===== config.mk =====
export PLATFORM = sky130hd
export DESIGN_NAME = snooper_top
export DESIGN_NICKNAME = d
export VERILOG_FILES = /design/src/hw/snooper_pkg.sv /design/src/hw/snoop_cfg_if.sv /design/src/hw/snoop_cfg_regs.sv /design/src/hw/trace_filter.sv /design/src/hw/trace_trigger.sv /design/src/hw/trace_recorder.sv /design/src/hw/snooper_top.sv
export SDC_FILE = /design/constraint.sdc
export NUM_CORES = 1
export LEC_CHECK = 0
export BUFFER_PORTS_ARGS = -buffer_cell sky130_fd_sc_hd__buf_2
export CAP_MARGIN = 20
export CORE_MARGIN = 4
export CORE_UTILIZATION = 43
export CTS_BUF_LIST = sky130_fd_sc_hd__clkbuf_4
export DETAILED_ROUTE_END_ITERATION = 16
export PLACE_DENSITY = 0.68
export SYNTH_ARGS = -nofsm -noshare
export SYNTH_HDL_FRONTEND = slang
export SYNTH_SLANG_ARGS = --single-unit

===== constraint.sdc =====
create_clock -name clk_i -period 4.7 [get_ports clk_i]
set_input_delay 0.235 -clock clk_i [delete_from_list [all_inputs] [get_ports clk_i]]
set_output_delay 0.235 -clock clk_i [all_outputs]
set_load 0.02 [all_outputs]

===== src/hw/snooper_pkg.sv =====
////////////////////////////////////////////////////////////////////////////
// Control-flow trace snooper package
// Shared widths, trace record and buffer entry layouts, the control
// register word and the register map of the configuration port
////////////////////////////////////////////////////////////////////////////

`default_nettype none

package snooper_pkg;

   localparam int unsigned PcWidth      = 32;
   localparam int unsigned RegAddrWidth = 3;
   localparam int unsigned RegDataWidth = 32;

   // RISC-V privilege levels
   typedef enum logic [1:0] {
      PRIV_U    = 2'd0,
      PRIV_S    = 2'd1,
      PRIV_RSVD = 2'd2,
      PRIV_M    = 2'd3
   } priv_lvl_e;

   // Control-transfer types, also the bit index into type_mask
   typedef enum logic [2:0] {
      CTR_BR_TAKEN  = 3'd0,
      CTR_BR_NTAKEN = 3'd1,
      CTR_JUMP      = 3'd2,
      CTR_CALL      = 3'd3,
      CTR_RET       = 3'd4,
      CTR_EXC       = 3'd5,
      CTR_IRQ       = 3'd6,
      CTR_ERET      = 3'd7
   } ctr_type_e;

   // Retired control-flow record from the core
   typedef struct packed {
      logic                 valid;
      priv_lvl_e            priv;
      ctr_type_e            ctr_type;
      logic [PcWidth-1:0]   pc_src;
      logic [PcWidth-1:0]   pc_dst;
   } trace_t;

   // Stored record, trigger marks the entry that froze the buffer
   typedef struct packed {
      logic                 trigger;
      priv_lvl_e            priv;
      ctr_type_e            ctr_type;
      logic [PcWidth-1:0]   pc_src;
      logic [PcWidth-1:0]   pc_dst;
   } entry_t;

   localparam int unsigned EntryWidth = $bits(entry_t);

   // Control register, listed from bit 31 down to bit 0
   typedef struct packed {
      logic [15:0] spare;
      logic [7:0]  type_mask;
      logic [3:0]  priv_mask;
      logic        rearm;
      logic        core_select;
      logic        trig_en;
      logic        enable;
   } ctrl_fields_t;

   typedef union packed {
      logic [RegDataWidth-1:0] raw;
      ctrl_fields_t            fields;
   } ctrl_word_u;

   // Register map
   localparam logic [RegAddrWidth-1:0] ADDR_CTRL     = 3'd0;
   localparam logic [RegAddrWidth-1:0] ADDR_RANGE_LO = 3'd1;
   localparam logic [RegAddrWidth-1:0] ADDR_RANGE_HI = 3'd2;
   localparam logic [RegAddrWidth-1:0] ADDR_TRIG_PC  = 3'd3;
   localparam logic [RegAddrWidth-1:0] ADDR_STATUS   = 3'd4;

endpackage

`default_nettype wire


===== src/hw/snoop_cfg_if.sv =====
////////////////////////////////////////////////////////////////////////////
// Snooper configuration interface
// Carries the programmed fields from the register block to the
// filter, trigger and recorder
////////////////////////////////////////////////////////////////////////////

`timescale 1ns/1ps
`default_nettype none

interface snoop_cfg_if
   import snooper_pkg::*;
();

   logic               enable;
   logic               trig_en;
   logic               rearm;
   logic [3:0]         priv_mask;
   logic [7:0]         type_mask;
   logic [PcWidth-1:0] range_lo;
   logic [PcWidth-1:0] range_hi;
   logic [PcWidth-1:0] trig_pc;

   modport regs (
      output enable, trig_en, rearm, priv_mask, type_mask,
      output range_lo, range_hi, trig_pc
   );

   modport filter (
      input enable, priv_mask, type_mask, range_lo, range_hi
   );

   modport trigger (input trig_en, trig_pc);

   modport recorder (input rearm);

endinterface

`default_nettype wire


===== src/hw/snoop_cfg_regs.sv =====
////////////////////////////////////////////////////////////////////////////
// Snooper register block
// Control, PC window and trigger target registers behind a strobe port,
// re-arm pulse generation and status readback
////////////////////////////////////////////////////////////////////////////

`timescale 1ns/1ps
`default_nettype none

module snoop_cfg_regs
   import snooper_pkg::*;
#(
   parameter int unsigned BufDepth = 16
) (
   input  logic                          clk_i,
   input  logic                          rst_n_i,
   input  logic                          cfg_we_i,
   input  logic [RegAddrWidth-1:0]       cfg_addr_i,
   input  logic [RegDataWidth-1:0]       cfg_wdata_i,
   output logic [RegDataWidth-1:0]       cfg_rdata_o,
   input  logic [$clog2(BufDepth)-1:0]   first_idx_i,
   input  logic [$clog2(BufDepth)-1:0]   last_idx_i,
   input  logic [$clog2(BufDepth+1)-1:0] count_i,
   input  logic                          frozen_i,
   output logic                          core_select_o,
   snoop_cfg_if.regs                     cfg
);

   ctrl_word_u         wdata_u;
   ctrl_word_u         ctrl_rd_u;
   ctrl_fields_t       ctrl_wr;
   ctrl_fields_t       ctrl_q;
   logic               rearm_q;
   logic [PcWidth-1:0] range_lo_q;
   logic [PcWidth-1:0] range_hi_q;
   logic [PcWidth-1:0] trig_pc_q;
   logic [31:0]        status;

   ////////////////////////////////////////////////////////////////////////////
   // Write side
   ////////////////////////////////////////////////////////////////////////////

   assign wdata_u.raw = cfg_wdata_i;

   // rearm is a command, spare bits are hardwired to zero
   always_comb begin
      ctrl_wr       = wdata_u.fields;
      ctrl_wr.rearm = 1'b0;
      ctrl_wr.spare = '0;
   end

   always_ff @(posedge clk_i or negedge rst_n_i) begin
      if (!rst_n_i) begin
         ctrl_q     <= '0;
         rearm_q    <= 1'b0;
         range_lo_q <= '0;
         range_hi_q <= '0;
         trig_pc_q  <= '0;
      end else begin
         rearm_q <= cfg_we_i && (cfg_addr_i == ADDR_CTRL) && wdata_u.fields.rearm;
         if (cfg_we_i) begin
            case (cfg_addr_i)
               ADDR_CTRL:     ctrl_q     <= ctrl_wr;
               ADDR_RANGE_LO: range_lo_q <= cfg_wdata_i;
               ADDR_RANGE_HI: range_hi_q <= cfg_wdata_i;
               ADDR_TRIG_PC:  trig_pc_q  <= cfg_wdata_i;
               default: ;
            endcase
         end
      end
   end

   // Field decode towards the datapath
   assign cfg.enable     = ctrl_q.enable;
   assign cfg.trig_en    = ctrl_q.trig_en;
   assign cfg.priv_mask  = ctrl_q.priv_mask;
   assign cfg.type_mask  = ctrl_q.type_mask;
   assign cfg.rearm      = rearm_q;
   assign cfg.range_lo   = range_lo_q;
   assign cfg.range_hi   = range_hi_q;
   assign cfg.trig_pc    = trig_pc_q;
   assign core_select_o  = ctrl_q.core_select;

   ////////////////////////////////////////////////////////////////////////////
   // Readback
   ////////////////////////////////////////////////////////////////////////////

   assign ctrl_rd_u.fields = ctrl_q;

   // frozen | 7 zero bits | count | first | last
   assign status = {frozen_i, 7'd0, 8'(count_i), 8'(first_idx_i), 8'(last_idx_i)};

   always_comb begin
      case (cfg_addr_i)
         ADDR_CTRL:     cfg_rdata_o = ctrl_rd_u.raw;
         ADDR_RANGE_LO: cfg_rdata_o = range_lo_q;
         ADDR_RANGE_HI: cfg_rdata_o = range_hi_q;
         ADDR_TRIG_PC:  cfg_rdata_o = trig_pc_q;
         ADDR_STATUS:   cfg_rdata_o = status;
         default:       cfg_rdata_o = '0;
      endcase
   end

endmodule

`default_nettype wire


===== src/hw/trace_filter.sv =====
////////////////////////////////////////////////////////////////////////////
// Trace filter
// Registers the keep decision for each record from the source-PC window,
// privilege mask and transfer-type mask
////////////////////////////////////////////////////////////////////////////

`timescale 1ns/1ps
`default_nettype none

module trace_filter
   import snooper_pkg::*;
(
   input  logic        clk_i,
   input  logic        rst_n_i,
   input  trace_t      trace_i,
   snoop_cfg_if.filter cfg,
   output logic        keep_o,
   output entry_t      entry_o
);

   logic in_window;
   logic priv_ok;
   logic type_ok;
   logic keep_d;

   // Inclusive window on the source PC
   assign in_window = (trace_i.pc_src >= cfg.range_lo) && (trace_i.pc_src <= cfg.range_hi);
   assign priv_ok   = cfg.priv_mask[trace_i.priv];
   assign type_ok   = cfg.type_mask[trace_i.ctr_type];

   assign keep_d = trace_i.valid && cfg.enable && in_window && priv_ok && type_ok;

   always_ff @(posedge clk_i or negedge rst_n_i) begin
      if (!rst_n_i) begin
         keep_o <= 1'b0;
      end else begin
         keep_o <= keep_d;
      end
   end

   // Payload follows keep_o, trigger flag is added by the recorder
   always_ff @(posedge clk_i) begin
      entry_o.trigger  <= 1'b0;
      entry_o.priv     <= trace_i.priv;
      entry_o.ctr_type <= trace_i.ctr_type;
      entry_o.pc_src   <= trace_i.pc_src;
      entry_o.pc_dst   <= trace_i.pc_dst;
   end

endmodule

`default_nettype wire


===== src/hw/trace_trigger.sv =====
////////////////////////////////////////////////////////////////////////////
// Trace trigger
// Flags a record whose destination PC equals the programmed target,
// independent of the filter
////////////////////////////////////////////////////////////////////////////

`timescale 1ns/1ps
`default_nettype none

module trace_trigger
   import snooper_pkg::*;
(
   input  logic         clk_i,
   input  logic         rst_n_i,
   input  trace_t       trace_i,
   snoop_cfg_if.trigger cfg,
   output logic         hit_o
);

   logic pc_match;
   logic hit_d;

   assign pc_match = (trace_i.pc_dst == cfg.trig_pc);
   assign hit_d    = trace_i.valid && cfg.trig_en && pc_match;

   // One register stage, aligned with keep from the filter.
   // A match on consecutive records gives consecutive pulses.
   always_ff @(posedge clk_i or negedge rst_n_i) begin
      if (!rst_n_i) begin
         hit_o <= 1'b0;
      end else begin
         hit_o <= hit_d;
      end
   end

endmodule

`default_nettype wire


===== src/hw/trace_recorder.sv =====
////////////////////////////////////////////////////////////////////////////
// Trace recorder
// Circular buffer of kept records with first/last/count tracking,
// freeze on trigger and a registered software read port
////////////////////////////////////////////////////////////////////////////

`timescale 1ns/1ps
`default_nettype none

module trace_recorder
   import snooper_pkg::*;
#(
   parameter int unsigned BufDepth = 16
) (
   input  logic                          clk_i,
   input  logic                          rst_n_i,
   input  logic                          keep_i,
   input  logic                          hit_i,
   input  entry_t                        entry_i,
   snoop_cfg_if.recorder                 cfg,
   input  logic [$clog2(BufDepth)-1:0]   rd_addr_i,
   output entry_t                        rd_data_o,
   output logic [$clog2(BufDepth)-1:0]   first_idx_o,
   output logic [$clog2(BufDepth)-1:0]   last_idx_o,
   output logic [$clog2(BufDepth+1)-1:0] count_o,
   output logic                          frozen_o
);

   localparam int unsigned IdxW = $clog2(BufDepth);
   localparam int unsigned CntW = $clog2(BufDepth + 1);

   entry_t            mem [BufDepth];
   entry_t            wr_entry;
   logic              wr_en;
   logic [IdxW-1:0]   wr_ptr_q;
   logic [IdxW-1:0]   last_q;
   logic [CntW-1:0]   count_q;
   logic              frozen_q;
   logic              full;

   ////////////////////////////////////////////////////////////////////////////
   // Write path
   ////////////////////////////////////////////////////////////////////////////

   // Frozen is sampled before the hit that sets it, so the
   // triggering record itself still gets stored
   assign wr_en = keep_i && !frozen_q;
   assign full  = (count_q == CntW'(BufDepth));

   always_comb begin
      wr_entry         = entry_i;
      wr_entry.trigger = entry_i.trigger | hit_i;
   end

   always_ff @(posedge clk_i) begin
      if (wr_en) begin
         mem[wr_ptr_q] <= wr_entry;
      end
   end

   always_ff @(posedge clk_i or negedge rst_n_i) begin
      if (!rst_n_i) begin
         wr_ptr_q <= '0;
         last_q   <= '0;
         count_q  <= '0;
      end else if (wr_en) begin
         // Depth is a power of two, so the pointer wraps by itself
         wr_ptr_q <= wr_ptr_q + 1'b1;
         last_q   <= wr_ptr_q;
         if (!full) begin
            count_q <= count_q + 1'b1;
         end
      end
   end

   ////////////////////////////////////////////////////////////////////////////
   // Freeze control
   ////////////////////////////////////////////////////////////////////////////

   // A hit wins over a re-arm arriving at the same edge
   always_ff @(posedge clk_i or negedge rst_n_i) begin
      if (!rst_n_i) begin
         frozen_q <= 1'b0;
      end else if (hit_i) begin
         frozen_q <= 1'b1;
      end else if (cfg.rearm) begin
         frozen_q <= 1'b0;
      end
   end

   ////////////////////////////////////////////////////////////////////////////
   // Status and read port
   ////////////////////////////////////////////////////////////////////////////

   // Oldest entry sits count places behind the write pointer.
   // When full the truncated count is zero and first equals wr_ptr.
   assign first_idx_o = wr_ptr_q - IdxW'(count_q);
   assign last_idx_o  = last_q;
   assign count_o     = count_q;
   assign frozen_o    = frozen_q;

   always_ff @(posedge clk_i) begin
      rd_data_o <= mem[rd_addr_i];
   end

endmodule

`default_nettype wire


===== src/hw/snooper_top.sv =====
////////////////////////////////////////////////////////////////////////////
// Control-flow trace snooper top level
// Filter and trigger side by side feeding the recorder, programmed
// through the register block
////////////////////////////////////////////////////////////////////////////

`timescale 1ns/1ps
`default_nettype none

module snooper_top
   import snooper_pkg::*;
#(
   parameter int unsigned BufDepth = 16
) (
   input  logic                        clk_i,
   input  logic                        rst_n_i,
   // Trace from the core
   input  logic                        trace_valid_i,
   input  logic [1:0]                  trace_priv_i,
   input  logic [2:0]                  trace_type_i,
   input  logic [PcWidth-1:0]          trace_pc_src_i,
   input  logic [PcWidth-1:0]          trace_pc_dst_i,
   // Register port
   input  logic                        cfg_we_i,
   input  logic [RegAddrWidth-1:0]     cfg_addr_i,
   input  logic [RegDataWidth-1:0]     cfg_wdata_i,
   output logic [RegDataWidth-1:0]     cfg_rdata_o,
   // Buffer read port
   input  logic [$clog2(BufDepth)-1:0] rd_addr_i,
   output logic [EntryWidth-1:0]       rd_data_o,
   output logic                        trigger_o,
   output logic                        core_select_o
);

   localparam int unsigned IdxW = $clog2(BufDepth);
   localparam int unsigned CntW = $clog2(BufDepth + 1);

   trace_t          trace;
   entry_t          filt_entry;
   entry_t          rd_entry;
   logic            keep;
   logic            hit;
   logic [IdxW-1:0] first_idx;
   logic [IdxW-1:0] last_idx;
   logic [CntW-1:0] count;
   logic            frozen;

   snoop_cfg_if cfg_if ();

   assign trace.valid    = trace_valid_i;
   assign trace.priv     = priv_lvl_e'(trace_priv_i);
   assign trace.ctr_type = ctr_type_e'(trace_type_i);
   assign trace.pc_src   = trace_pc_src_i;
   assign trace.pc_dst   = trace_pc_dst_i;

   assign rd_data_o = rd_entry;
   assign trigger_o = hit;

   ////////////////////////////////////////////////////////////////////////////
   // Configuration
   ////////////////////////////////////////////////////////////////////////////

   snoop_cfg_regs #(
      .BufDepth      ( BufDepth      )
   ) i_cfg_regs (
      .clk_i         ( clk_i         ),
      .rst_n_i       ( rst_n_i       ),
      .cfg_we_i      ( cfg_we_i      ),
      .cfg_addr_i    ( cfg_addr_i    ),
      .cfg_wdata_i   ( cfg_wdata_i   ),
      .cfg_rdata_o   ( cfg_rdata_o   ),
      .first_idx_i   ( first_idx     ),
      .last_idx_i    ( last_idx      ),
      .count_i       ( count         ),
      .frozen_i      ( frozen        ),
      .core_select_o ( core_select_o ),
      .cfg           ( cfg_if.regs   )
   );

   ////////////////////////////////////////////////////////////////////////////
   // Snooping datapath
   ////////////////////////////////////////////////////////////////////////////

   trace_filter i_trace_filter (
      .clk_i   ( clk_i         ),
      .rst_n_i ( rst_n_i       ),
      .trace_i ( trace         ),
      .cfg     ( cfg_if.filter ),
      .keep_o  ( keep          ),
      .entry_o ( filt_entry    )
   );

   trace_trigger i_trace_trigger (
      .clk_i   ( clk_i          ),
      .rst_n_i ( rst_n_i        ),
      .trace_i ( trace          ),
      .cfg     ( cfg_if.trigger ),
      .hit_o   ( hit            )
   );

   trace_recorder #(
      .BufDepth    ( BufDepth        )
   ) i_trace_recorder (
      .clk_i       ( clk_i           ),
      .rst_n_i     ( rst_n_i         ),
      .keep_i      ( keep            ),
      .hit_i       ( hit             ),
      .entry_i     ( filt_entry      ),
      .cfg         ( cfg_if.recorder ),
      .rd_addr_i   ( rd_addr_i       ),
      .rd_data_o   ( rd_entry        ),
      .first_idx_o ( first_idx       ),
      .last_idx_o  ( last_idx        ),
      .count_o     ( count           ),
      .frozen_o    ( frozen          )
   );

endmodule

`default_nettype wire


==> results of run 1 <==
[worst max-delay path, cell delays in order (launching register included)]
cell and delay [ns]:
dfrtp_1 0.40, inv_1 0.14, ha_1 0.24, fa_1 0.39, xnor2_1 0.16, nand2_1 0.08
o22a_1 0.32, o22ai_1 0.42, buf_2 0.25
[cells in the mapped netlist, types with 2 or more instances]
| library cell | n | area [sq um] |
|---|---|---|
| clkbuf_1 | 73 | 274.0 |
| dfrtp_1 | 128 | 3203 |
| xnor2_1 | 19 | 166.4 |
| a21oi_1 | 28 | 140.1 |
| ha_1 | 73 | 913.4 |
| nand3_1 | 8 | 40.04 |
| nand4_1 | 15 | 93.84 |
| nor4_1 | 9 | 56.30 |
| inv_1 | 73 | 274.0 |
| o21ai_0 | 90 | 450.4 |
| a21o_1 | 5 | 37.54 |
| nor2b_1 | 14 | 87.58 |
| a211oi_1 | 3 | 22.52 |
| nand2_1 | 103 | 386.6 |
| buf_6 | 13 | 146.4 |
| nand2b_1 | 4 | 25.02 |
| dfxtp_1 | 139 | 2783 |
| buf_12 | 5 | 100.1 |
| xor2_1 | 23 | 201.4 |
| edfxtp_1 | 1120 | 33630 |
| o22ai_1 | 13 | 81.33 |
| and4_1 | 2 | 17.52 |
| mux2_1 | 9 | 101.4 |
| nor2_1 | 22 | 82.58 |
| o211ai_1 | 2 | 15.01 |
| mux2_2 | 42 | 473.0 |
| mux4_1 | 22 | 578.1 |
| mux4_2 | 339 | 7635 |
| buf_8 | 5 | 75.07 |
| and3_1 | 6 | 37.54 |
| buf_2 | 15 | 75.07 |
| a22oi_1 | 25 | 187.7 |
| buf_1 | 7 | 26.28 |
| mux2i_1 | 9 | 90.09 |
| and2_1 | 13 | 81.33 |
| nor3b_1 | 2 | 15.01 |
[power groups by stage]
stage               Combinational, uW  Sequential [uW]  Clock, uW
finish                           2280            14000      10200
global route                     2460            14000      11200
CTS                              2250            14000      10500
detailed placement               2070            14300          0
global placement                 2030            14200          0
floorplan                        1230            14100          0
[worst max-delay path by stage]
stage	to	from	depth (start not counted)	slack [ns]
5_1_grt	cfg_rdata_o[10]	i_trace_recorder.wr_ptr_q[0]$_DFFE_PN0P_	8	0.63
3_5_place_dp	i_trace_recorder.mem[5][30]$_DFFE_PP_	i_trace_recorder.frozen_o$_DFFE_PN0P_	5	1.49
4_1_cts	cfg_rdata_o[10]	i_trace_recorder.wr_ptr_q[0]$_DFFE_PN0P_	8	0.86
3_3_place_gp	cfg_rdata_o[0]	cfg_addr_i[0]	5	1.72
2_1_floorplan	i_trace_recorder.mem[4][0]$_DFFE_PP_	i_trace_recorder.frozen_o$_DFFE_PN0P_	5	1.41
6_report	cfg_rdata_o[10]	i_trace_recorder.wr_ptr_q[0]$_DFFE_PN0P_	8	0.91
[state kept, by name, summed over array words and instances (netlist names), 4 cells and up]
register	flops
i_cfg_regs.cfg.range_hi	32
i_cfg_regs.cfg.type_mask	8
i_cfg_regs.cfg.range_lo	32
i_trace_recorder.wr_ptr_q	4
i_cfg_regs.cfg.priv_mask	4
i_trace_recorder.count_o	5
i_trace_recorder.rd_data_o	70
i_trace_recorder.mem	1120
i_trace_recorder.last_idx_o	4
i_cfg_regs.cfg.trig_pc	32
i_trace_filter.entry_o	69
[per-stage QoR]
| stage | total power [uW] | instance area, sq um | hold WS (ns) |
|---|---|---|---|
| final | 26520 | 62760 | 0.09921 |
| after global routing | 27710 | 62750 | 0.02349 |
| after CTS | 26720 | 62730 | 0.01700 |
| after detailed placement | 16330 | 55910 | 0.3820 |
| after global placement | 16260 | 55910 | 0.3832 |
| after floorplan | 15380 | 52810 | -0.06059 |
[cells by family after synthesis]
| kind of cell | synth area share |
|---|---|
| flops | 0.7502 |
| mux | 0.1681 |
| simple gates | 0.01876 |
| buf+inv | 0.01839 |
| compound gates | 0.01990 |
| fa+ha+maj | 0.01767 |
| xor+xnor | 0.006966 |
[layout make-up]
class	count	area, sq um
antenna	8	20.02
clock inverter	90	503.0
inverter	73	274.0
timing repair buffer	483	3941
sequential	1387	39620
clock buffer	543	4076
fill	9627	59110
tap	1625	2033
multi-input combinational	923	12300
[metal layers]
layer / up-vias / routed length [um] / GRT usage / share of wire
li1: 11920 / - / - / -
met1: 14540 / 54530 / 0.2885 / 0.40
met2: 1432 / 61870 / 0.3159 / 0.45
met3: 194 / 17030 / 0.09116 / 0.12
met4: 0 / 2875 / 0.06679 / 0.021
met5: - / 0 / 0 / 0
==> key figures, run 1 <==
Outcome
  – Status: finished, final reports clean

Min path
  – Hold Crit Depth: 3
  – Worst hold path type: in2reg
  – Hold Crit Start: cfg_addr_i[2]
  – Worst Hold End: i_cfg_regs.cfg.priv_mask[2]$_DFFE_PN0P_

Timing
  – Achievable Freq: 264.1 MHz
  – Final hold vios: 0
  – Setup WS post-layout: 0.9135 ns
  – Clock Skews: 0.07831 ns
  – Fin Setup TNS: 0 ns
  – Worst slew margin: 0.3112
  – Final Cycle Share: 0.8056
  – Slew of the pin with the lowest slew margin: 1.033 ns
  – RSZ-0062 raised after global routing: false
  – Tmin final: 3.787 ns
  – Slew Limit Fails: 0
  – Endpoints failing setup: 0

Synthesis
  – Avg Synthesized Cell Area: 21.12 sq um
  – YS warnings: 0
  – FFs w/ async S/R, synth: 0.09229
  – Seq/Total Area, Yosys: 0.7502
  – Mapped Area: 0.05281 sq mm
  – EDFF count, synth: 1120
  – Mapped Nets: 2687
  – Register bit total from synthesis: 1387
  – Syn Inst Count: 2501
  – Count of different cell masters after synthesis: 59
  – Main flop type after synthesis: edfxtp_1

Global routing
  – First-pass GRT wire length: 196300 um
  – Largest net degree at the start of global routing: 93
  – Total grt overflow: 0
  – Number of global-route vias before repair: 29280
  – GRT Resource Usage Total: 0.2135
  – Initial antenna violation count: 8

Power
  – Combinational share of power: 0.086
  – Clock power frac: 0.386
  – Switching share of power: 0.2411
  – Leakage power: 0.02195 uW
  – PwrDens: 422.5 mW/mm^2
  – Internal power: 20130 uW
  – Sequential power share: 0.528
  – Sw power: 6395 uW
  – Max rail drop VDD: 0.2566 mV

Clock network
  – CTS Buf Count: 355
  – Worst-path clk slew: 0.07 ns
  – Post-CTS Setup Bufs: 0
  – Skew-Pair Late Insertion Delay: 1.17 ns
  – Clk buf depth: 4
  – # hold bufs at CTS: 222
  – Number of gates resized after cts: 0
  – Sink Count: 1387
  – CTS tree: built
  – Root Driver: clkbuf_4
  – H-tree Lvls: 5

Routing
  – Drt pass-1 iters: 5
  – Routed Antenna Nets: 0
  – Via count: 28090
  – Drt drc: 0
  – DRT Wirelength: 136300 um
  – Routed wire per std cell: 26.56 um
  – Via density: 5.473
  – First DRT Iteration DRCs: 2691

Final layout
  – Ratio of cells with drive above 1 in the final layout: 0.3527
  – Post-Layout Cell Count: 5132
  – Commonest non-fill, non-tap cell in the layout: edfxtp_1
  – Post-layout util: 0.5150
  – Commonest non-fill, non-tap cells in the layout: edfxtp_1, clkbuf_4, mux4_2, dlygate4sd3_1, buf_2
  – Final nets: 3409
  – P&R area growth vs syn: 18.85%

Critical path
  – Reg2reg setup slack: 1.38 ns
  – Arr. time, crit path: 3.55 ns
  – Crit Path Max Fanout: 5
  – Worst Setup End Kind: output pin
  – Critical path type: reg2out
  – Crit path launch type: flop
  – Worst path required time: 4.47 ns
  – R2r endpoint: i_trace_recorder.mem[5][32]$_DFFE_PP_
  – Worst reg2reg startpoint: i_trace_recorder.frozen_o$_DFFE_PN0P_
  – R2r worst-path depth: 5

Floorplan
  – I/O pins: 216
  – Die Area: 0.1285 sq mm
  – Core footprint: 0.1219 sq mm
  – Die H: 358.4 um
  – Initial Util: 0.4333
  – Row count: 128
  – Chip width: 358.4 um

Job
  – Max Cap Viol: 0

Place
  – Dpl ws: 1.486 ns
  – Placed insts: 4267
  – Number of port buffers: 215
  – Final Wtd Congestion: 0.9169
  – Hpwl dp: 81700 um
Power figures use the tool's default switching activity.
==> run 2, diff against run 1 <==
--- a/config.mk
+++ b/config.mk
@@ -11,7 +11,7 @@
 export CORE_UTILIZATION = 43
 export CTS_BUF_LIST = sky130_fd_sc_hd__clkbuf_4
 export DETAILED_ROUTE_END_ITERATION = 16
-export PLACE_DENSITY = 0.68
+export PLACE_DENSITY = 0.7
 export SYNTH_ARGS = -nofsm -noshare
 export SYNTH_HDL_FRONTEND = slang
 export SYNTH_SLANG_ARGS = --single-unit
==> constraint.sdc (replaced) <==
create_clock -name clk_i -period 3.4 [get_ports clk_i]
set_input_delay 0.17 -clock clk_i [delete_from_list [all_inputs] [get_ports clk_i]]
set_output_delay 0.17 -clock clk_i [all_outputs]
set_load 0.02 [all_outputs]
==> key figures, run 2 (synthesized netlist as in run 1, its figures left out) <==
Floorplan
  – Die Area: 0.1285 sq mm (unchanged)
  – Initial Util: 0.4333 (unchanged)
  – Chip width: 358.4 um (unchanged)
  – Die H: 358.4 um (unchanged)
  – I/O pins: 216 (unchanged)
  – Core footprint: 0.1219 sq mm (unchanged)
  – Row count: 128 (unchanged)

Outcome
  – Status: finished, final reports clean

Job
  – Max Cap Viol: 0 (unchanged)

Critical path
  – Crit path launch type: flop
  – CP delay by family, top: adder cells
  – Slowest stage cell, crit path: dfrtp_1
  – Arr. time, crit path: 3.06 ns (-0.49 ns)
  – Worst Setup End Kind: output pin
  – Worst Path Buf+Inv: 2 (unchanged)
  – Worst path cell trace: inv_2 -> ha_4 -> fa_2 -> xnor2_2 -> nand2_1 -> o22a_1 -> o22ai_4 -> buf_6
  – Worst path required time: 3.23 ns (-1.24 ns)
  – Largest stage delay on the critical path: 0.37 ns (-0.05 ns)
  – Critical path type: reg2out
  – Crit Path Max Fanout: 5 (unchanged)

Timing
  – Slew Limit Fails: 0 (unchanged)
  – Clock Skews: 0.08986 ns (+0.01154 ns)
  – Final hold vios: 0 (unchanged)
  – Final Cycle Share: 0.9499
  – Endpoints failing setup: 0 (unchanged)
  – Worst slew margin: 0.4030 (+0.09180)
  – Slew of the pin with the lowest slew margin: 0.8926 ns (-0.1406 ns)
  – Achievable Freq: 309.6 MHz
  – Tmin final: 3.230 ns

Place
  – Number of port buffers: 215 (unchanged)
  – Post-DP Area: 0.05639 sq mm (+0.87%)
  – Final Wtd Congestion: 0.9287 (+1.3%)
  – Hpwl dp: 86430 um (+5.8%)

Power
  – Internal power: 27880 uW (+39%)
  – Sequential power share: 0.527 (about the same)
  – Sw power: 8840 uW (+38%)
  – Leakage power: 0.02230 uW (+1.6%)
  – Max rail drop VDD: 0.3513 mV (+37%)
  – Switching share of power: 0.2408 (-0.0003683)
  – PwrDens: 579.0 mW/mm^2 (+37%)
  – Total power: 36720 uW (+38%)
  – Combinational share of power: 0.089 (+0.003)
  – Clock power frac: 0.384 (-0.002)

Global routing
  – Largest net degree at the start of global routing: 81 (-13%)
  – Total grt overflow: 0 (unchanged)
  – First-pass GRT wire length: 201200 um (+2.5%)
  – Initial antenna violation count: 17 (+9)
  – Number of global-route vias before repair: 30020 (+2.5%)
  – GRT Resource Usage Total: 0.2169 (+0.003350)

Clock network
  – Root Driver: clkbuf_4
  – CTS tree: built
  – Worst-path clk slew: 0.07 ns (about the same)
  – Sink Count: 1387 (unchanged)
  – Skew-Pair Late Insertion Delay: 1.17 ns (about the same)
  – CTS Buf Count: 357 (+0.56%)
  – H-tree Lvls: 5 (unchanged)
  – Clk buf depth: 4 (unchanged)

Final layout
  – Largest Register: i_trace_recorder.mem
  – Ratio of cells with drive above 1 in the final layout: 0.3634 (+0.01073)
  – Final nets: 3468 (+1.7%)
  – Biggest regs: i_trace_recorder.mem: 1120 flops, i_trace_recorder.rd_data_o: 70 flops, i_trace_filter.entry_o: 69 flops
  – Max reg flops: 1120 (unchanged)
  – Commonest non-fill, non-tap cells in the layout: edfxtp_1, clkbuf_4, mux4_2, dlygate4sd3_1, buf_2
  – P&R area growth vs syn: 20.08%
  – Commonest non-fill, non-tap cell in the layout: edfxtp_1
  – Design Area, Final: 0.06342 sq mm (+1.0%)

Min path
  – Worst hold path type: in2reg

Routing
  – DRT Wirelength: 137400 um (+0.80%)
  – Routed Antenna Nets: 0 (unchanged)
  – Routed wire per std cell: 26.47 um (-0.32%)
  – Via density: 5.521 (+0.88%)
  – Drt drc: 0 (unchanged)
  – Via count: 28650 (+2.0%)
  – First DRT Iteration DRCs: 3117 (+16%)
  – Drt pass-1 iters: 6 (+1)
==> run 2: power by group through the flow <==
stage	sequential, uW	clock, uW	combinational, uW
final	19300	14100	3290
after global routing	19400	15500	3530
after CTS	19300	14500	3250
after detailed placement	19700	0	2900
after global placement	19700	0	2850
after floorplan	19600	0	1700
==> run 2: timing repair <==
item                                    4_1_cts  5_1_grt
resized for setup                            16        3
hold buffers                                232        0
endpoints found under the setup margin        3        2
endpoints found under the hold margin       381        0
pin swaps                                     3        1
buffers inserted                              3        1
==> run 2: final timing paths <==
check,start,to,depth (start not counted),slack [ns]
max in group asynchronous,rst_n_i,i_cfg_regs.cfg.range_hi[24]$_DFFE_PN0P_,6,2.08
worst max-delay path,i_trace_recorder.wr_ptr_q[0]$_DFFE_PN0P_,cfg_rdata_o[10],8,0.17
min in group asynchronous,rst_n_i,i_cfg_regs.cfg.trig_pc[10]$_DFFE_PN0P_,5,0.73
worst max register to register,i_trace_recorder.frozen_o$_DFFE_PN0P_,i_trace_recorder.mem[5][64]$_DFFE_PP_,5,0.45
worst min register to register,i_trace_recorder.last_idx_o[3]$_DFFE_PN0P_,i_trace_recorder.last_idx_o[3]$_DFFE_PN0P_,2,0.50
worst min-delay path,trace_pc_dst_i[12],i_trace_trigger.hit_o$_DFF_PN0_,6,0.21
==> run 2: layer usage <==
metal / track usage / vias up / wire (um)
met3: 0.07006 / 176 / 15590
met4: 0.06646 / 4 / 2445
li1: - / 12020 / -
met2: 0.3314 / 1568 / 64770
met5: 0 / - / 27
met1: 0.2995 / 14890 / 54560
==> run 2: worst reg2reg max path, delay by kind of cell (launching register included) <==
family / cells / cell delay [ns]
AND/OR/NAND/NOR: 4 / 1.77
flip-flops: 1 / 0.43
buffers and inverters: 1 / 0.41
==> run 2: cell type report <==
type                            instances  area [sq um]
Antenna cell                            7         17.52
Clock inverter                         87         447.9
Multi-Input combinational cell        923         12360
Inverter                               73         274.0
Clock buffer                          548          4114
Sequential cell                      1387         39620
Fill cell                            9590         58460
Tap cell                             1625          2033
Timing Repair Buffer                  540          4546
==> run 2: through the flow <==
step / worst slack (ns) / cells / hold slack [ns] / TNS [ns] / utilization
floorplan: 0.1067 / 2501 / -0.1256 / 0 / -
global placement: 0.08704 / 4311 / 0.2610 / 0 / 0.4626
detailed placement: 0.5102 / 4312 / 0.2767 / 0 / 0.4627
CTS: -0.04424 / 5182 / 0.006112 / -0.04424 / 0.5200
global route: -0.01374 / 5188 / 0.1162 / -0.01374 / 0.5203
finish: 0.1702 / 5190 / 0.2074 / 0 / 0.5203
